==> config.mk <==
export PLATFORM = sky130hd
export DESIGN_NAME = ntps_top
export DESIGN_NICKNAME = d
export VERILOG_FILES = /design/src/hdl/ntps_pkg.sv /design/src/hdl/ntp_clock.sv /design/src/hdl/ntps_regs.sv /design/src/hdl/ntps_keymem.sv /design/src/hdl/ntps_top.sv
export SDC_FILE = /design/constraint.sdc
export NUM_CORES = 1
export LEC_CHECK = 0
export ABC_AREA = 1
export BUFFER_PORTS_ARGS = -buffer_cell sky130_fd_sc_hd__buf_2
export CAP_MARGIN = 10
export CORE_AREA = 2 2 409 411
export DETAILED_ROUTE_END_ITERATION = 8
export DIE_AREA = 0 0 411 413
export PLACE_DENSITY = 0.63
export REMOVE_ABC_BUFFERS = 1
export SETUP_SLACK_MARGIN = 0.1
export SYNTH_ARGS = -nofsm -noshare
export SYNTH_HDL_FRONTEND = slang
export SYNTH_SLANG_ARGS = --single-unit
export TNS_END_PERCENT = 20
==> constraint.sdc <==
create_clock -name clk156 -period 8 [get_ports clk156]
set_clock_uncertainty 0.15 [all_clocks]
set_input_delay 0.8 -clock clk156 [delete_from_list [all_inputs] [get_ports clk156]]
set_output_delay 0.8 -clock clk156 [all_outputs]
set_load 0.01 [all_outputs]
==> src/hdl/ntps_pkg.sv <==
// NTP/NTS server shared definitions
// Widths, bus structs, register map and clock constants for the
// two NTP clocks, the register block and the key memory
package ntps_pkg;

  // ------------------------------------------------------------
  // Identity and timing constants
  // ------------------------------------------------------------
  localparam logic [31:0] BUILD_INFO = 32'h0003_0102;
  localparam logic [31:0] GIT_HASH   = 32'h9c41_e07b;

  // Fraction increment per clk156 cycle, 2^32 / 156.25 MHz
  localparam logic [31:0] FRAC_STEP = 32'd27;

  localparam int PPS_TIMEOUT = 600;
  localparam int WDOG_W      = $clog2(PPS_TIMEOUT);

  // Length of the time update LED pulse in cycles
  localparam int UPD_STRETCH = 15;
  localparam int STRETCH_W   = $clog2(UPD_STRETCH + 1);

  localparam int KEY_SLOTS = 4;
  localparam int KEY_WORDS = 8;
  localparam int WORD_W    = 32;

  // ------------------------------------------------------------
  // Plain vector types
  // ------------------------------------------------------------
  typedef logic [63:0]                   ntp_time_t;
  typedef logic [31:0]                   ntp_sec_t;
  typedef logic [31:0]                   ntp_frac_t;
  typedef logic [7:0]                    reg_addr_t;
  typedef logic [WORD_W-1:0]             reg_data_t;
  typedef logic [KEY_WORDS*WORD_W-1:0]   key_t;
  typedef logic [$clog2(KEY_SLOTS)-1:0]  key_id_t;
  typedef logic [$clog2(KEY_WORDS)-1:0]  key_word_t;
  typedef logic [KEY_SLOTS-1:0]          key_mask_t;
  typedef logic [WDOG_W-1:0]             wdog_cnt_t;
  typedef logic [STRETCH_W-1:0]          stretch_cnt_t;

  // ------------------------------------------------------------
  // Grouped signals
  // ------------------------------------------------------------
  typedef struct packed {
    logic      we;
    logic      re;
    reg_addr_t addr;
    reg_data_t wdata;
  } reg_req_t;

  // Seconds in the upper half of ntp_time
  typedef struct packed {
    ntp_time_t ntp_time;
    logic      time_upd;
    logic      sync_ok;
  } ntp_status_t;

  typedef struct packed {
    logic      we;
    key_id_t   slot;
    key_word_t word;
    reg_data_t data;
  } key_wr_t;

  // ------------------------------------------------------------
  // Register map
  // ------------------------------------------------------------
  localparam reg_addr_t ADDR_BUILD     = 8'h00;
  localparam reg_addr_t ADDR_HASH      = 8'h01;
  localparam reg_addr_t ADDR_STATUS    = 8'h02;
  localparam reg_addr_t ADDR_SET_A     = 8'h03;
  localparam reg_addr_t ADDR_SET_B     = 8'h04;
  localparam reg_addr_t ADDR_TIME_A_HI = 8'h05;
  localparam reg_addr_t ADDR_TIME_A_LO = 8'h06;
  localparam reg_addr_t ADDR_TIME_B_HI = 8'h07;
  localparam reg_addr_t ADDR_TIME_B_LO = 8'h08;
  localparam reg_addr_t ADDR_KEY_ADDR  = 8'h10;
  localparam reg_addr_t ADDR_KEY_DATA  = 8'h11;
  localparam reg_addr_t ADDR_KEY_VALID = 8'h12;

endpackage

==> src/hdl/ntp_clock.sv <==
// NTP time counter
// Free running 64-bit NTP time, aligned to the next whole second on
// each PPS edge, with a sync watchdog and status LEDs
module ntp_clock (
  input  logic                  clk156,
  input  logic                  arst_n,
  input  logic                  pps,
  input  logic                  set,
  input  ntps_pkg::ntp_sec_t    set_sec,
  output ntps_pkg::ntp_status_t status,
  output logic                  led_sync,
  output logic                  led_pps,
  output logic                  led_upd
);

  logic                   pps_meta;
  logic                   pps_sync;
  logic                   pps_prev;
  logic                   pps_edge;
  logic                   align;
  logic [32:0]            frac_sum;
  ntps_pkg::ntp_sec_t     sec_q;
  ntps_pkg::ntp_frac_t    frac_q;
  logic                   upd_q;
  logic                   sync_q;
  logic                   toggle_q;
  ntps_pkg::wdog_cnt_t    wdog_q;
  ntps_pkg::stretch_cnt_t stretch_q;

  // ------------------------------------------------------------
  // PPS synchronizer and rising edge detect
  // ------------------------------------------------------------
  always_ff @(posedge clk156 or negedge arst_n) begin
    if (!arst_n) begin
      pps_meta <= 1'b0;
      pps_sync <= 1'b0;
      pps_prev <= 1'b0;
    end else begin
      pps_meta <= pps;
      pps_sync <= pps_meta;
      pps_prev <= pps_sync;
    end
  end

  assign pps_edge = pps_sync & ~pps_prev;

  // A set in the same cycle wins over the edge
  assign align    = pps_edge & ~set;
  assign frac_sum = {1'b0, frac_q} + {1'b0, ntps_pkg::FRAC_STEP};

  // ------------------------------------------------------------
  // Time counter
  // ------------------------------------------------------------
  always_ff @(posedge clk156 or negedge arst_n) begin
    if (!arst_n) begin
      sec_q  <= '0;
      frac_q <= '0;
    end else if (set) begin
      sec_q  <= set_sec;
      frac_q <= '0;
    end else if (pps_edge) begin
      sec_q  <= sec_q + 1'b1;
      frac_q <= '0;
    end else begin
      frac_q <= frac_sum[31:0];
      sec_q  <= sec_q + ntps_pkg::ntp_sec_t'(frac_sum[32]);
    end
  end

  // ------------------------------------------------------------
  // Sync watchdog, update pulse and LED state
  // ------------------------------------------------------------
  always_ff @(posedge clk156 or negedge arst_n) begin
    if (!arst_n) begin
      upd_q    <= 1'b0;
      sync_q   <= 1'b0;
      toggle_q <= 1'b0;
      wdog_q   <= '0;
    end else begin
      upd_q <= align;
      if (set) begin
        sync_q <= 1'b0;
        wdog_q <= '0;
      end else if (pps_edge) begin
        sync_q   <= 1'b1;
        toggle_q <= ~toggle_q;
        wdog_q   <= '0;
      end else if (wdog_q == ntps_pkg::wdog_cnt_t'(ntps_pkg::PPS_TIMEOUT - 1)) begin
        // No edge for a full timeout window
        sync_q <= 1'b0;
      end else begin
        wdog_q <= wdog_q + 1'b1;
      end
    end
  end

  // Pulse stretch so the update is visible on an LED
  always_ff @(posedge clk156 or negedge arst_n) begin
    if (!arst_n) begin
      stretch_q <= '0;
    end else if (align) begin
      stretch_q <= ntps_pkg::stretch_cnt_t'(ntps_pkg::UPD_STRETCH);
    end else if (stretch_q != '0) begin
      stretch_q <= stretch_q - 1'b1;
    end
  end

  assign status.ntp_time = {sec_q, frac_q};
  assign status.time_upd = upd_q;
  assign status.sync_ok  = sync_q;

  assign led_sync = sync_q;
  assign led_pps  = toggle_q;
  assign led_upd  = (stretch_q != '0);

endmodule

==> src/hdl/ntps_regs.sv <==
// Register block for the NTP/NTS top level
// Decodes the strobe bus, loads the clocks, snapshots the time
// fractions and streams key words into the key memory
module ntps_regs (
  input  logic                  clk156,
  input  logic                  arst_n,
  input  ntps_pkg::reg_req_t    req,
  input  ntps_pkg::ntp_status_t ntp_a,
  input  ntps_pkg::ntp_status_t ntp_b,
  input  ntps_pkg::key_mask_t   key_valid,
  output ntps_pkg::reg_data_t   rdata,
  output logic                  rvalid,
  output logic                  set_a,
  output logic                  set_b,
  output ntps_pkg::ntp_sec_t    set_sec,
  output ntps_pkg::key_wr_t     key_wr,
  output logic                  key_valid_wr
);

  logic                 wr_key_addr;
  logic                 wr_key_data;
  logic                 rd_time_a_hi;
  logic                 rd_time_b_hi;
  ntps_pkg::reg_data_t  rd_next;
  ntps_pkg::reg_data_t  rdata_q;
  logic                 rvalid_q;
  ntps_pkg::ntp_frac_t  snap_a_q;
  ntps_pkg::ntp_frac_t  snap_b_q;
  ntps_pkg::key_id_t    key_slot_q;
  ntps_pkg::key_word_t  key_word_q;

  // ------------------------------------------------------------
  // Write decode
  // ------------------------------------------------------------
  // Load pulses leave in the strobe cycle so the write lands on the
  // next clock edge
  assign set_a        = req.we && (req.addr == ntps_pkg::ADDR_SET_A);
  assign set_b        = req.we && (req.addr == ntps_pkg::ADDR_SET_B);
  assign set_sec      = req.wdata;
  assign key_valid_wr = req.we && (req.addr == ntps_pkg::ADDR_KEY_VALID);
  assign wr_key_addr  = req.we && (req.addr == ntps_pkg::ADDR_KEY_ADDR);
  assign wr_key_data  = req.we && (req.addr == ntps_pkg::ADDR_KEY_DATA);

  assign key_wr.we   = wr_key_data;
  assign key_wr.slot = key_slot_q;
  assign key_wr.word = key_word_q;
  assign key_wr.data = req.wdata;

  // Key pointer with auto increment on each data word
  always_ff @(posedge clk156 or negedge arst_n) begin
    if (!arst_n) begin
      key_slot_q <= '0;
      key_word_q <= '0;
    end else if (wr_key_addr) begin
      key_slot_q <= req.wdata[4:3];
      key_word_q <= req.wdata[2:0];
    end else if (wr_key_data) begin
      key_word_q <= key_word_q + 1'b1;
    end
  end

  // ------------------------------------------------------------
  // Time snapshots
  // ------------------------------------------------------------
  assign rd_time_a_hi = req.re && (req.addr == ntps_pkg::ADDR_TIME_A_HI);
  assign rd_time_b_hi = req.re && (req.addr == ntps_pkg::ADDR_TIME_B_HI);

  // Fraction captured together with the seconds read
  always_ff @(posedge clk156 or negedge arst_n) begin
    if (!arst_n) begin
      snap_a_q <= '0;
      snap_b_q <= '0;
    end else begin
      if (rd_time_a_hi) begin
        snap_a_q <= ntp_a.ntp_time[31:0];
      end
      if (rd_time_b_hi) begin
        snap_b_q <= ntp_b.ntp_time[31:0];
      end
    end
  end

  // ------------------------------------------------------------
  // Read decode
  // ------------------------------------------------------------
  always_comb begin
    rd_next = '0;
    case (req.addr)
      ntps_pkg::ADDR_BUILD:     rd_next = ntps_pkg::BUILD_INFO;
      ntps_pkg::ADDR_HASH:      rd_next = ntps_pkg::GIT_HASH;
      ntps_pkg::ADDR_STATUS:    rd_next = {30'b0, ntp_b.sync_ok, ntp_a.sync_ok};
      ntps_pkg::ADDR_TIME_A_HI: rd_next = ntp_a.ntp_time[63:32];
      ntps_pkg::ADDR_TIME_A_LO: rd_next = snap_a_q;
      ntps_pkg::ADDR_TIME_B_HI: rd_next = ntp_b.ntp_time[63:32];
      ntps_pkg::ADDR_TIME_B_LO: rd_next = snap_b_q;
      ntps_pkg::ADDR_KEY_ADDR:  rd_next = {27'b0, key_slot_q, key_word_q};
      ntps_pkg::ADDR_KEY_VALID: rd_next = {28'b0, key_valid};
      default:                  rd_next = '0;
    endcase
  end

  always_ff @(posedge clk156) begin
    if (req.re) begin
      rdata_q <= rd_next;
    end
  end

  always_ff @(posedge clk156 or negedge arst_n) begin
    if (!arst_n) begin
      rvalid_q <= 1'b0;
    end else begin
      rvalid_q <= req.re;
    end
  end

  assign rdata  = rdata_q;
  assign rvalid = rvalid_q;

endmodule

==> src/hdl/ntps_keymem.sv <==
// NTS key memory
// Holds the key slots as 32-bit words with a valid mask and answers
// key lookups from the network side one cycle after the request
module ntps_keymem (
  input  logic                clk156,
  input  logic                arst_n,
  input  ntps_pkg::key_wr_t   key_wr,
  input  logic                key_valid_wr,
  input  ntps_pkg::key_mask_t valid_data,
  input  logic                key_req,
  input  ntps_pkg::key_id_t   key_id,
  output ntps_pkg::key_mask_t key_valid,
  output logic                key_ack,
  output logic                key_hit,
  output ntps_pkg::key_t      key
);

  ntps_pkg::reg_data_t mem_q [ntps_pkg::KEY_SLOTS][ntps_pkg::KEY_WORDS];
  ntps_pkg::key_mask_t valid_q;
  ntps_pkg::key_t      key_sel;
  ntps_pkg::key_t      key_q;
  logic                ack_q;
  logic                hit_q;

  // ------------------------------------------------------------
  // Key storage and valid mask
  // ------------------------------------------------------------
  always_ff @(posedge clk156) begin
    if (key_wr.we) begin
      mem_q[key_wr.slot][key_wr.word] <= key_wr.data;
    end
  end

  always_ff @(posedge clk156 or negedge arst_n) begin
    if (!arst_n) begin
      valid_q <= '0;
    end else if (key_valid_wr) begin
      valid_q <= valid_data;
    end
  end

  // ------------------------------------------------------------
  // Lookup
  // ------------------------------------------------------------
  // Word 0 sits in the low bits of the key
  always_comb begin
    key_sel = '0;
    for (int w = 0; w < ntps_pkg::KEY_WORDS; w++) begin
      key_sel[w*ntps_pkg::WORD_W +: ntps_pkg::WORD_W] = mem_q[key_id][w];
    end
  end

  always_ff @(posedge clk156 or negedge arst_n) begin
    if (!arst_n) begin
      ack_q <= 1'b0;
      hit_q <= 1'b0;
    end else begin
      ack_q <= key_req;
      hit_q <= key_req && valid_q[key_id];
    end
  end

  // Invalid slots return an all zero key
  always_ff @(posedge clk156) begin
    if (key_req) begin
      key_q <= valid_q[key_id] ? key_sel : '0;
    end
  end

  assign key_valid = valid_q;
  assign key_ack   = ack_q;
  assign key_hit   = hit_q;
  assign key       = key_q;

endmodule

==> src/hdl/ntps_top.sv <==
// NTP/NTS server top level
// Two PPS aligned NTP clocks, the register block, the key memory
// and the debug LED map, all on clk156
module ntps_top (
  input  logic                  clk156,
  input  logic                  arst_n,
  input  ntps_pkg::reg_req_t    reg_req,
  output ntps_pkg::reg_data_t   rdata,
  output logic                  rvalid,
  input  logic                  pps_a,
  input  logic                  pps_b,
  input  logic                  key_req,
  input  ntps_pkg::key_id_t     key_id,
  output logic                  key_ack,
  output logic                  key_hit,
  output ntps_pkg::key_t        key,
  output ntps_pkg::ntp_status_t ntp_a,
  output ntps_pkg::ntp_status_t ntp_b,
  output logic [7:0]            led
);

  logic                set_a;
  logic                set_b;
  ntps_pkg::ntp_sec_t  set_sec;
  ntps_pkg::key_wr_t   key_wr;
  logic                key_valid_wr;
  ntps_pkg::key_mask_t key_valid;
  logic                led_sync_a;
  logic                led_pps_a;
  logic                led_upd_a;
  logic                led_sync_b;
  logic                led_pps_b;
  logic                led_upd_b;

  // ------------------------------------------------------------
  // NTP clocks
  // ------------------------------------------------------------
  ntp_clock u_clock_a (
    .clk156   (clk156),
    .arst_n   (arst_n),
    .pps      (pps_a),
    .set      (set_a),
    .set_sec  (set_sec),
    .status   (ntp_a),
    .led_sync (led_sync_a),
    .led_pps  (led_pps_a),
    .led_upd  (led_upd_a)
  );

  ntp_clock u_clock_b (
    .clk156   (clk156),
    .arst_n   (arst_n),
    .pps      (pps_b),
    .set      (set_b),
    .set_sec  (set_sec),
    .status   (ntp_b),
    .led_sync (led_sync_b),
    .led_pps  (led_pps_b),
    .led_upd  (led_upd_b)
  );

  // ------------------------------------------------------------
  // Register block and key memory
  // ------------------------------------------------------------
  ntps_regs u_regs (
    .clk156       (clk156),
    .arst_n       (arst_n),
    .req          (reg_req),
    .ntp_a        (ntp_a),
    .ntp_b        (ntp_b),
    .key_valid    (key_valid),
    .rdata        (rdata),
    .rvalid       (rvalid),
    .set_a        (set_a),
    .set_b        (set_b),
    .set_sec      (set_sec),
    .key_wr       (key_wr),
    .key_valid_wr (key_valid_wr)
  );

  ntps_keymem u_keymem (
    .clk156       (clk156),
    .arst_n       (arst_n),
    .key_wr       (key_wr),
    .key_valid_wr (key_valid_wr),
    .valid_data   (reg_req.wdata[ntps_pkg::KEY_SLOTS-1:0]),
    .key_req      (key_req),
    .key_id       (key_id),
    .key_valid    (key_valid),
    .key_ack      (key_ack),
    .key_hit      (key_hit),
    .key          (key)
  );

  // Debug LEDs, bits 3 and 7 unused
  assign led = {1'b0, led_upd_b, led_pps_b, led_sync_b,
                1'b0, led_upd_a, led_pps_a, led_sync_a};

endmodule

==> results of run 1 <==
[stage by stage]
stage	cells	setup TNS (ps)	util, %
finish	8081	0	43.7
global route	8076	0	43.7
floorplan	5045	-566440	-
global placement	7765	0	40.4
CTS	8071	0	43.7
detailed placement	7767	0	40.4
[routing by layer]
layer  vias up  track usage (%)  share of wire [%]
li1      19200                -                  -
met1     21200             29.5                 41
met2      1844             35.6                 47
met3       266             4.95                8.7
met4         6             6.86                3.0
met5         -                0              0.017
[state kept, by name, summed over array words and instances (netlist names), 2 cells and up]
register / count
u_keymem.key: 256
u_clock_a.wdog_q: 10
u_regs.snap_b_q: 32
u_regs.snap_a_q: 32
u_clock_b.sec_q: 32
u_clock_b.frac_q: 32
u_clock_b.wdog_q: 10
u_regs.rdata: 32
u_keymem.key_valid: 4
u_clock_b.stretch_q: 4
u_keymem.mem_q: 1024
u_regs.key_word_q: 3
u_clock_a.stretch_q: 4
u_clock_a.frac_q: 32
u_regs.key_slot_q: 2
u_clock_a.sec_q: 32
[synthesized netlist by cell type, types with 3 or more instances]
| master | number | share of area (%) |
|---|---|---|
| sky130_fd_sc_hd__a21oi_1 | 43 | 0.34 |
| sky130_fd_sc_hd__a31oi_1 | 5 | 0.050 |
| sky130_fd_sc_hd__buf_1 | 14 | 0.084 |
| sky130_fd_sc_hd__buf_2 | 81 | 0.65 |
| sky130_fd_sc_hd__buf_4 | 42 | 0.50 |
| sky130_fd_sc_hd__clkbuf_1 | 121 | 0.73 |
| sky130_fd_sc_hd__dfrtp_1 | 244 | 9.8 |
| sky130_fd_sc_hd__edfxtp_1 | 1312 | 63 |
| sky130_fd_sc_hd__ha_1 | 13 | 0.26 |
| sky130_fd_sc_hd__inv_1 | 413 | 2.5 |
| sky130_fd_sc_hd__inv_2 | 18 | 0.11 |
| sky130_fd_sc_hd__nand2_1 | 978 | 5.9 |
| sky130_fd_sc_hd__nand2_2 | 3 | 0.030 |
| sky130_fd_sc_hd__nand3_1 | 133 | 1.1 |
| sky130_fd_sc_hd__nand3b_1 | 21 | 0.25 |
| sky130_fd_sc_hd__nand4_1 | 34 | 0.34 |
| sky130_fd_sc_hd__nor2_1 | 1083 | 6.5 |
| sky130_fd_sc_hd__nor2_2 | 6 | 0.060 |
| sky130_fd_sc_hd__nor3_1 | 38 | 0.30 |
| sky130_fd_sc_hd__o2111ai_1 | 4 | 0.056 |
| sky130_fd_sc_hd__o211ai_1 | 3 | 0.036 |
| sky130_fd_sc_hd__o21a_1 | 4 | 0.048 |
| sky130_fd_sc_hd__o21ai_0 | 355 | 2.8 |
| sky130_fd_sc_hd__o21ai_1 | 22 | 0.18 |
| sky130_fd_sc_hd__o32ai_1 | 256 | 3.6 |
| sky130_fd_sc_hd__or2_2 | 4 | 0.040 |
| sky130_fd_sc_hd__xnor2_1 | 14 | 0.20 |
| sky130_fd_sc_hd__xor2_1 | 26 | 0.36 |
[cell families (layout without fill, tap and decap cells)]
family / count (synthesis) / count (layout) / synth area share [%]
other: 1 / 7 / 0.00600
and+or+nand+nor: 2305 / 2305 / 14.5
xor gates and xnor gates: 40 / 40 / 0.561
AOI/OAI and AO/OA: 695 / 695 / 7.20
adders and majority gates: 13 / 13 / 0.260
buffers and inverters: 692 / 1261 / 4.58
DFF: 1556 / 1556 / 72.9
[worst paths after layout]
| check | end | slack [ps] | depth (start not counted) |
|---|---|---|---|
| hold / removal | u_clock_b.pps_sync$_DFF_PN0_ | 200 | 0 |
| max in group asynchronous | u_clock_a.sec_q[21]$_DFF_PN0_ | 5530 | 3 |
| hold reg to reg | u_clock_b.pps_sync$_DFF_PN0_ | 200 | 0 |
| setup reg to reg | u_clock_a.sec_q[30]$_DFF_PN0_ | 3600 | 20 |
| min in group asynchronous | u_clock_b.frac_q[26]$_DFF_PN0_ | 570 | 2 |
| setup / recovery | u_clock_a.sec_q[30]$_DFF_PN0_ | 3600 | 20 |
[area by class of cell]
type | count | share of cell area [%]
multi-input cells | 3055 | 19.8
clock inverters | 81 | 1.18
diodes | 5 | 0.0172
inverters | 434 | 2.27
well taps | 2204 | 3.80
flip-flops and latches | 1556 | 62.7
repair buffers | 526 | 4.07
clock buffers | 220 | 6.15
[power by group]
group          internal (mW)  switching (mW)  total (mW)
combinational          0.396            1.02        1.42
clock                   4.31            3.27        7.58
sequential              9.02           0.250        9.27
total                   13.7            4.54        18.3
[critical path, cell delays in order, from the launching register on]
cell and delay, ps:
sky130_fd_sc_hd__dfrtp_1 410, sky130_fd_sc_hd__inv_1 70, sky130_fd_sc_hd__ha_1 190, sky130_fd_sc_hd__inv_1 70
sky130_fd_sc_hd__nand2_1 70, sky130_fd_sc_hd__nand2_1 160, sky130_fd_sc_hd__nand3_1 230, sky130_fd_sc_hd__nor2_1 340
sky130_fd_sc_hd__nand4_1 160, sky130_fd_sc_hd__o21ai_0 780, sky130_fd_sc_hd__ha_1 360, sky130_fd_sc_hd__ha_1 210
sky130_fd_sc_hd__inv_1 60, sky130_fd_sc_hd__nor2_2 240, sky130_fd_sc_hd__nand2_1 210, sky130_fd_sc_hd__nor2_1 260
sky130_fd_sc_hd__nand2_1 80, sky130_fd_sc_hd__nand2_1 60, sky130_fd_sc_hd__nand2_1 50, sky130_fd_sc_hd__nand2_1 50
sky130_fd_sc_hd__nand2_1 50
[timing repair]
action                    in CTS  in global routing
hold buffers                   3                  0
setup buffers                  0                  0
hold endpoints to repair      27                  0
[placed cells by master (no fill, tap or decap), types with 26 or more instances in the layout]
| master | n |
|---|---|
| sky130_fd_sc_hd__edfxtp_1 | 1312 |
| sky130_fd_sc_hd__nor2_1 | 1051 |
| sky130_fd_sc_hd__nand2_1 | 977 |
| sky130_fd_sc_hd__buf_2 | 473 |
| sky130_fd_sc_hd__inv_1 | 413 |
| sky130_fd_sc_hd__o21ai_0 | 355 |
| sky130_fd_sc_hd__o32ai_1 | 256 |
| sky130_fd_sc_hd__dfrtp_1 | 244 |
| sky130_fd_sc_hd__clkbuf_16 | 168 |
| sky130_fd_sc_hd__nand3_1 | 133 |
| sky130_fd_sc_hd__clkbuf_1 | 46 |
| sky130_fd_sc_hd__a21oi_1 | 43 |
| sky130_fd_sc_hd__nor3_1 | 37 |
| sky130_fd_sc_hd__buf_4 | 35 |
| sky130_fd_sc_hd__nand4_1 | 34 |
| sky130_fd_sc_hd__nor2_4 | 32 |
| sky130_fd_sc_hd__xor2_1 | 26 |
==> impl_summary.md, run 1 <==
Status
The run finished with clean final reports.

Critical path
The launch instance of the worst register-to-register path is u_clock_a.frac_q[0]$_DFF_PN0_. STA classifies the critical path endpoint as a flip-flop. The class of the most critical setup path is reg -> reg. Data on the critical path arrives at its endpoint at 4920 ps. The start point of the critical path is u_clock_a.frac_q[0]$_DFF_PN0_. The startpoint kind of the worst setup timing path is a flip-flop. Of all nets on the critical path, the largest fanout is 6. STA puts the critical path data required time at 8530 ps.

Timing
The worst slew slack as a fraction of its limit is 15.6%. The count of endpoints failing setup in the final report is 0. The transition time of the tightest slew-check pin is 1260 ps. After layout, the minimum clock period comes to 4400 ps. The tightest hold margin is 200 ps. The final clock period utilization by the worst path is 55.0%. Setup repair after global routing left no endpoint under its margin.

The final max-slew violation count is 0. The maximum clock rate is 227 MHz. The setup slack after layout is 3600 ps.

The number of hold violations in the final report is 0.

Layout
The filler cells instantiated in the layout total 15300. Across the whole layout, storage elements account for 45500 µm². The layout net count is 5800. Once layout is done, the placed cells without fillers occupy around 73000 µm². In the final layout, the multi-input gates occupy ~14000 µm².

The area growth from synthesis to layout is 16.2%. The ratio of cells with drive above 1 in the final layout is 14.0%.

Route
Using the TritonRoute via totals, the vias-per-cell ratio works out to 5.26. The detailed-router iteration count before antenna repair is 6. The final routed DRC violation total is 0. The wire length after detailed routing is ~190000 µm. The number of DRC markers after the initial detailed-route iteration is 4771. The per-cell routed wire length is 23.6 µm. The remaining antenna violation count after routing is 0. The final route contains 42500 vias.

Logic synthesis
The netlist area before placement is 62500 µm². After technology mapping, the gate count stands at 5302. Synthesis instantiated 37 different standard cells from the library. The warning count from the yosys run is 0.

The count of flip-flops with a built-in enable after synthesis is 1312. The fraction of the yosys area taken by sequential cells is 72.9%. The synthesized flop and latch total is 1556. The prevailing post-synth register cell is sky130_fd_sc_hd__edfxtp_1.

Of all flip-flops after synthesis, the portion carrying an async set or reset was 15.7%. Dividing the synthesized area by the synthesized cell count gives 11.8 µm².

Place
Timing analysis after detailed placement gives a worst setup slack of roughly 3700 ps. In this run the tool buffered the top-level ports with about 480 buffer cells. The weighted congestion at the end of routability-driven global placement is about 0.92.

Once placement finished, the instance area stood at 67100 µm². Detailed placement ended at an HPWL of ~120000 µm.

GRT
The largest net degree at the start of global routing is 195. The global-route usage over all layers is 22.0%. The via count of the first global-routing pass came to 40500. The number of antenna violations at the first check in global routing came to 6. The global-route wire length before repair is 275000 µm.

The overall overflow remaining after global route is 0.

Clock network
The number of sinks on the clock net is 1556. The clock latency reported for the late side of the worst-skew pair is around 820 ps. Clock-pin slew was measured on the worst setup and hold paths at 60 ps. The number of cells upsized or downsized after cts is 0. The H-tree was split into 4 levels.

The TritonCTS buffer count is 165. The clock tree from TritonCTS is yes. No sink is reached through more buffers than the 3 on the longest clock path. The library cell used as clock root buffer is sky130_fd_sc_hd__clkbuf_16.

Floorplanning
The total die area is 170000 µm². The number of standard-cell rows in the floorplan is 150. 480 I/O pins were placed. The area of the core is 166000 µm².

The initial cell density of the core is 37.6%. In this run the vertical extent of the chip is 413 µm. The die extent in x is 411 µm.

Worst hold path
The min-delay analysis places its worst path in the category reg -> reg. In this run the most critical hold path is launched from u_clock_b.pps_meta$_DFF_PN0_.

Pwr
The analysis attributes to cell leakage a power of 28.5 nW. Across the VDD grid, the largest voltage drop is 232 µV. Dividing total power by cell area gives a power density of 252 nW/µm². Overall power consumption after layout is estimated at 18.3 mW.

Run
Across the run, the number of max-cap violations was 0.
Note: power is estimated with default switching activity, not from simulation.
==> run 2, diff against run 1 <==
--- a/config.mk
+++ b/config.mk
@@ -11,7 +11,7 @@
 export CORE_AREA = 2 2 409 411
 export DETAILED_ROUTE_END_ITERATION = 8
 export DIE_AREA = 0 0 411 413
-export PLACE_DENSITY = 0.63
+export PLACE_DENSITY = 0.65
 export REMOVE_ABC_BUFFERS = 1
 export SETUP_SLACK_MARGIN = 0.1
 export SYNTH_ARGS = -nofsm -noshare
==> constraint.sdc (replaced) <==
create_clock -name clk156 -period 3.6 [get_ports clk156]
set_clock_uncertainty 0.15 [all_clocks]
set_input_delay 0.36 -clock clk156 [delete_from_list [all_inputs] [get_ports clk156]]
set_output_delay 0.36 -clock clk156 [all_outputs]
set_load 0.01 [all_outputs]
==> run 2 against run 1 <==
Setup slack got worse by 3400 ps. First-iteration DRC count up 0.78%. Core utilization rose by 0.86 points. Critical path type is now in -> reg. Largest cell class unchanged. Highest routed layer unchanged.
==> impl_summary.md, run 2 (synthesized netlist as in run 1, its figures left out) <==
Pwr
The power per standard cell area was 544 nW/µm² (+120%). The net load switching power is 10.1 mW (+120%). The design internal power came to 30.1 mW (+120%). The sequential share of power came to 51.2% (+0.4 points). The highest ir drop seen on vdd came to 530 µV (+130%).

The combinational share of power was 8.5% (+0.7 points). The total power consumption of the routed design came to 40.2 mW (+120%). The clock network fraction of total power is 40.3% (-1.2 points). The leakage dissipation is 29.3 nW (+2.7%). The switching fraction of total power came to 25.1% (+0.21 points).

Critical path
The critical path required time is 3900 ps (-4630 ps). The maximum single-stage delay on the critical path is 570 ps (-210 ps). The launch instance of the worst register-to-register path is u_clock_a.frac_q[0]$_DFF_PN0_. The data arrival at the endpoint of the critical path came to 3690 ps (-1230 ps). The path depth of the worst reg2reg path is 20 (unchanged). The worst setup path is of the in -> reg kind. The number of buffers and inverters on the critical path is 4 (+1). On the critical path, the stage with the largest delay is an instance of sky130_fd_sc_hd__dlygate4sd3_1. Among cell families on the critical path, the largest total delay comes from simple AND/OR/NAND/NOR gates. The worst setup path is captured at a flip-flop. The worst reg-to-reg setup slack is 380 ps (-3220 ps). STA classifies the critical path startpoint as a primary input.

Walking the worst path, the cells encountered are dlygate4sd3_1, buf_2, nand2_1, dlygate4sd3_1, nor2_1, nand3_1, nor2_1, nand3_1, nor2_4, buf_4. The peak fanout along the critical path came to 19 (+13). In this run the critical register-to-register path is captured at u_clock_a.sec_q[26]$_DFF_PN0_.

Clock network
The number of buffers on the longest clock path was 3 (unchanged). The number of levels the H-tree was split into came to 4 (unchanged). The clock latency reported for the late side of the worst-skew pair is 790 ps (-30 ps). The root buffer cell chosen for the clock tree is sky130_fd_sc_hd__clkbuf_16. The number of sinks on the clock net was 1556 (unchanged).

The TritonCTS buffer count is 162 (-1.8%). The clock-pin slew reported for the worst setup and hold paths after clock tree synthesis is 60 ps (about the same). TritonCTS built the clock tree.

Timing
The count of endpoints failing setup in the final report is 0 (unchanged). Setup repair after global routing left no endpoint under its margin. Based on the critical path, the design can be clocked at up to 295 MHz. Dividing the final minimum period by the clock period gives a little over nine tenths. The worst slew slack as a fraction of its limit is 21.0% (+5.3 points). The transition time of the tightest slew-check pin is 1180 ps (-84.4 ps). Subtracting the final worst setup slack from the clock period gives 3390 ps. The final max-slew violation count is 0 (unchanged).

The tightest hold margin was 72.9 ps (-127 ps). The number of hold violations in the final report is 0 (unchanged).

Route
The detailed-router iteration count before antenna repair is 6 (unchanged). The number of DRC markers after the initial detailed-route iteration was 4808 (+0.78%). The wire length after detailed routing came to 191000 µm (+0.17%). The vias after detailed routing is 43000 (+1.1%). The per-cell routed wire length is 23.2 µm (-1.6%). The final routed DRC violation total came to 0 (unchanged). The via density per instance is 5.22 (-0.72%). The remaining antenna violation count after routing was 0 (unchanged).

Run
The max-capacitance violation count was 0 (unchanged).

Layout
The final-layout fill cell count came to 15200 (-0.55%). The number of flip-flops in the largest register came to 1024 (unchanged). The core occupancy in the finished layout was 44.6% (+0.86 points).

The top cell types in the final layout, fill and taps aside, are sky130_fd_sc_hd__edfxtp_1, sky130_fd_sc_hd__nor2_1, sky130_fd_sc_hd__nand2_1. Counting flops per register, the top entry is u_keymem.mem_q. The layout overhead on the synthesized area is 18.4%.

The ratio of cells with drive above 1 in the final layout came to 15.7% (+1.7 points). Leaving out fill and tap cells, the most frequent cell in the layout is sky130_fd_sc_hd__edfxtp_1. The layout net count is 5953 (+2.6%).

GRT
The via count of the first global-routing pass is 40900 (+0.89%). The largest net degree at the start of global routing is 190 (-2.6%). The overall overflow remaining after global route came to 0 (unchanged). The global-route wire length before repair was 276000 µm (+0.28%). The global-route usage over all layers is 22.0% (about the same). The number of antenna violations at the first check in global routing is 3 (-3).

Worst hold path
The hold path startpoint is reg_req[22]. The cell depth of the worst hold path is 3 (+3). The end point of the most critical hold path is u_clock_b.sec_q[22]$_DFF_PN0_. The class of the tightest hold or removal check is in -> reg.

Floorplanning
The area of the core came to 166000 µm² (unchanged). The overall die height came to 413 µm (unchanged). The number of standard-cell rows in the floorplan came to 150 (unchanged). The total die area was 170000 µm² (unchanged). The die extent in x is 411 µm (unchanged). The number of primary I/O pins is 480 (unchanged).

The initial cell density of the core was 37.6% (unchanged).

Place
The weighted congestion at the end of routability-driven global placement is 0.949 (+2.8%). The count of port buffers added during placement came to 477 (unchanged). The HPWL after detailed placement is 128000 µm (+5.3%).

Status
The flow ran to the end, and the final reports show no timing, DRC or antenna violations.
run 2: changes by cell type in the layout (fill, tap and decap cells not counted), moves of 4 or more:
cell / before / now
sky130_fd_sc_hd__clkinv_1: 25 / 36
sky130_fd_sc_hd__buf_12: 9 / 42
sky130_fd_sc_hd__clkbuf_1: 46 / 42
sky130_fd_sc_hd__dlygate4sd3_1: 3 / 26
sky130_fd_sc_hd__clkbuf_16: 168 / 164
sky130_fd_sc_hd__buf_4: 35 / 136
sky130_fd_sc_hd__diode_2: 5 / 1
sky130_fd_sc_hd__inv_6: 11 / 4
run 2: how the worst max path moves through the flow:
stage / start / endpoint / slack, ps / cells past startpoint
floorplan: key_id[0] / u_keymem.key_hit$_DFF_PN0_ / -6340 / 4
global placement: u_clock_a.frac_q[0]$_DFF_PN0_ / u_clock_a.sec_q[26]$_DFF_PN0_ / 170 / 20
detailed placement: u_clock_a.frac_q[0]$_DFF_PN0_ / u_clock_a.sec_q[26]$_DFF_PN0_ / 150 / 20
CTS: u_clock_a.frac_q[0]$_DFF_PN0_ / u_clock_a.sec_q[30]$_DFF_PN0_ / 120 / 20
global route: reg_req[32] / u_keymem.mem_q[3][175]$_DFFE_PP_ / 100 / 10
finish: reg_req[32] / u_keymem.mem_q[3][177]$_DFFE_PP_ / 210 / 10
run 2: worst min-delay path, cell delays in order:
cell and delay [ps]:
sky130_fd_sc_hd__buf_2 370, sky130_fd_sc_hd__nand2_1 170, sky130_fd_sc_hd__nand2_1 60
run 2: power groups by stage:
stage	clock network, mW	registers [mW]	logic (mW)
3_5_place_dp	0	21.0	3.41
6_report	16.2	20.6	3.41
4_1_cts	16.5	20.6	3.45
5_1_grt	17.2	20.6	3.74
2_1_floorplan	0	20.9	1.38
3_3_place_gp	0	20.9	3.38
run 2: metal layers:
layer  GRT usage [%]  wire [µm]  vias up
met5               0          7        -
met2            36.0      91500     1783
met1            29.7      78600    21400
met3            4.42      15100      254
met4            6.59       5450        2
li1                -          -    19500
run 2: final cells by class:
cell class                 instances  area (µm²)  share of cell area (%)
antenna                            1        2.50                 0.00338
clock buffer                     210        4320                    5.84
clock inverter                    85         785                    1.06
inverter                         434        1650                    2.22
multi-input combinational       3055       14400                    19.4
sequential                      1556       45500                    61.5
tap                             2204        2760                    3.73
timing repair buffer             682        4580                    6.19
run 2: through the flow:
| step | setup WS, ps | TNS, ps | instance area [µm²] | cells |
|---|---|---|---|---|
| floorplan | -6340 | -1584160 | 61200 | 5045 |
| global placement | 170 | 0 | 68500 | 7900 |
| detailed placement | 146 | 0 | 68500 | 7900 |
| CTS | 118 | 0 | 73900 | 8222 |
| global route | 105 | 0 | 74000 | 8226 |
| finish | 212 | 0 | 74000 | 8227 |
run 2: what timing repair did:
action                     in CTS  in global routing
hold buffers                   27                  0
setup endpoints to repair       0                 25
hold endpoints to repair      530                  0
setup buffers                   0                  4
resized for setup               0                  8
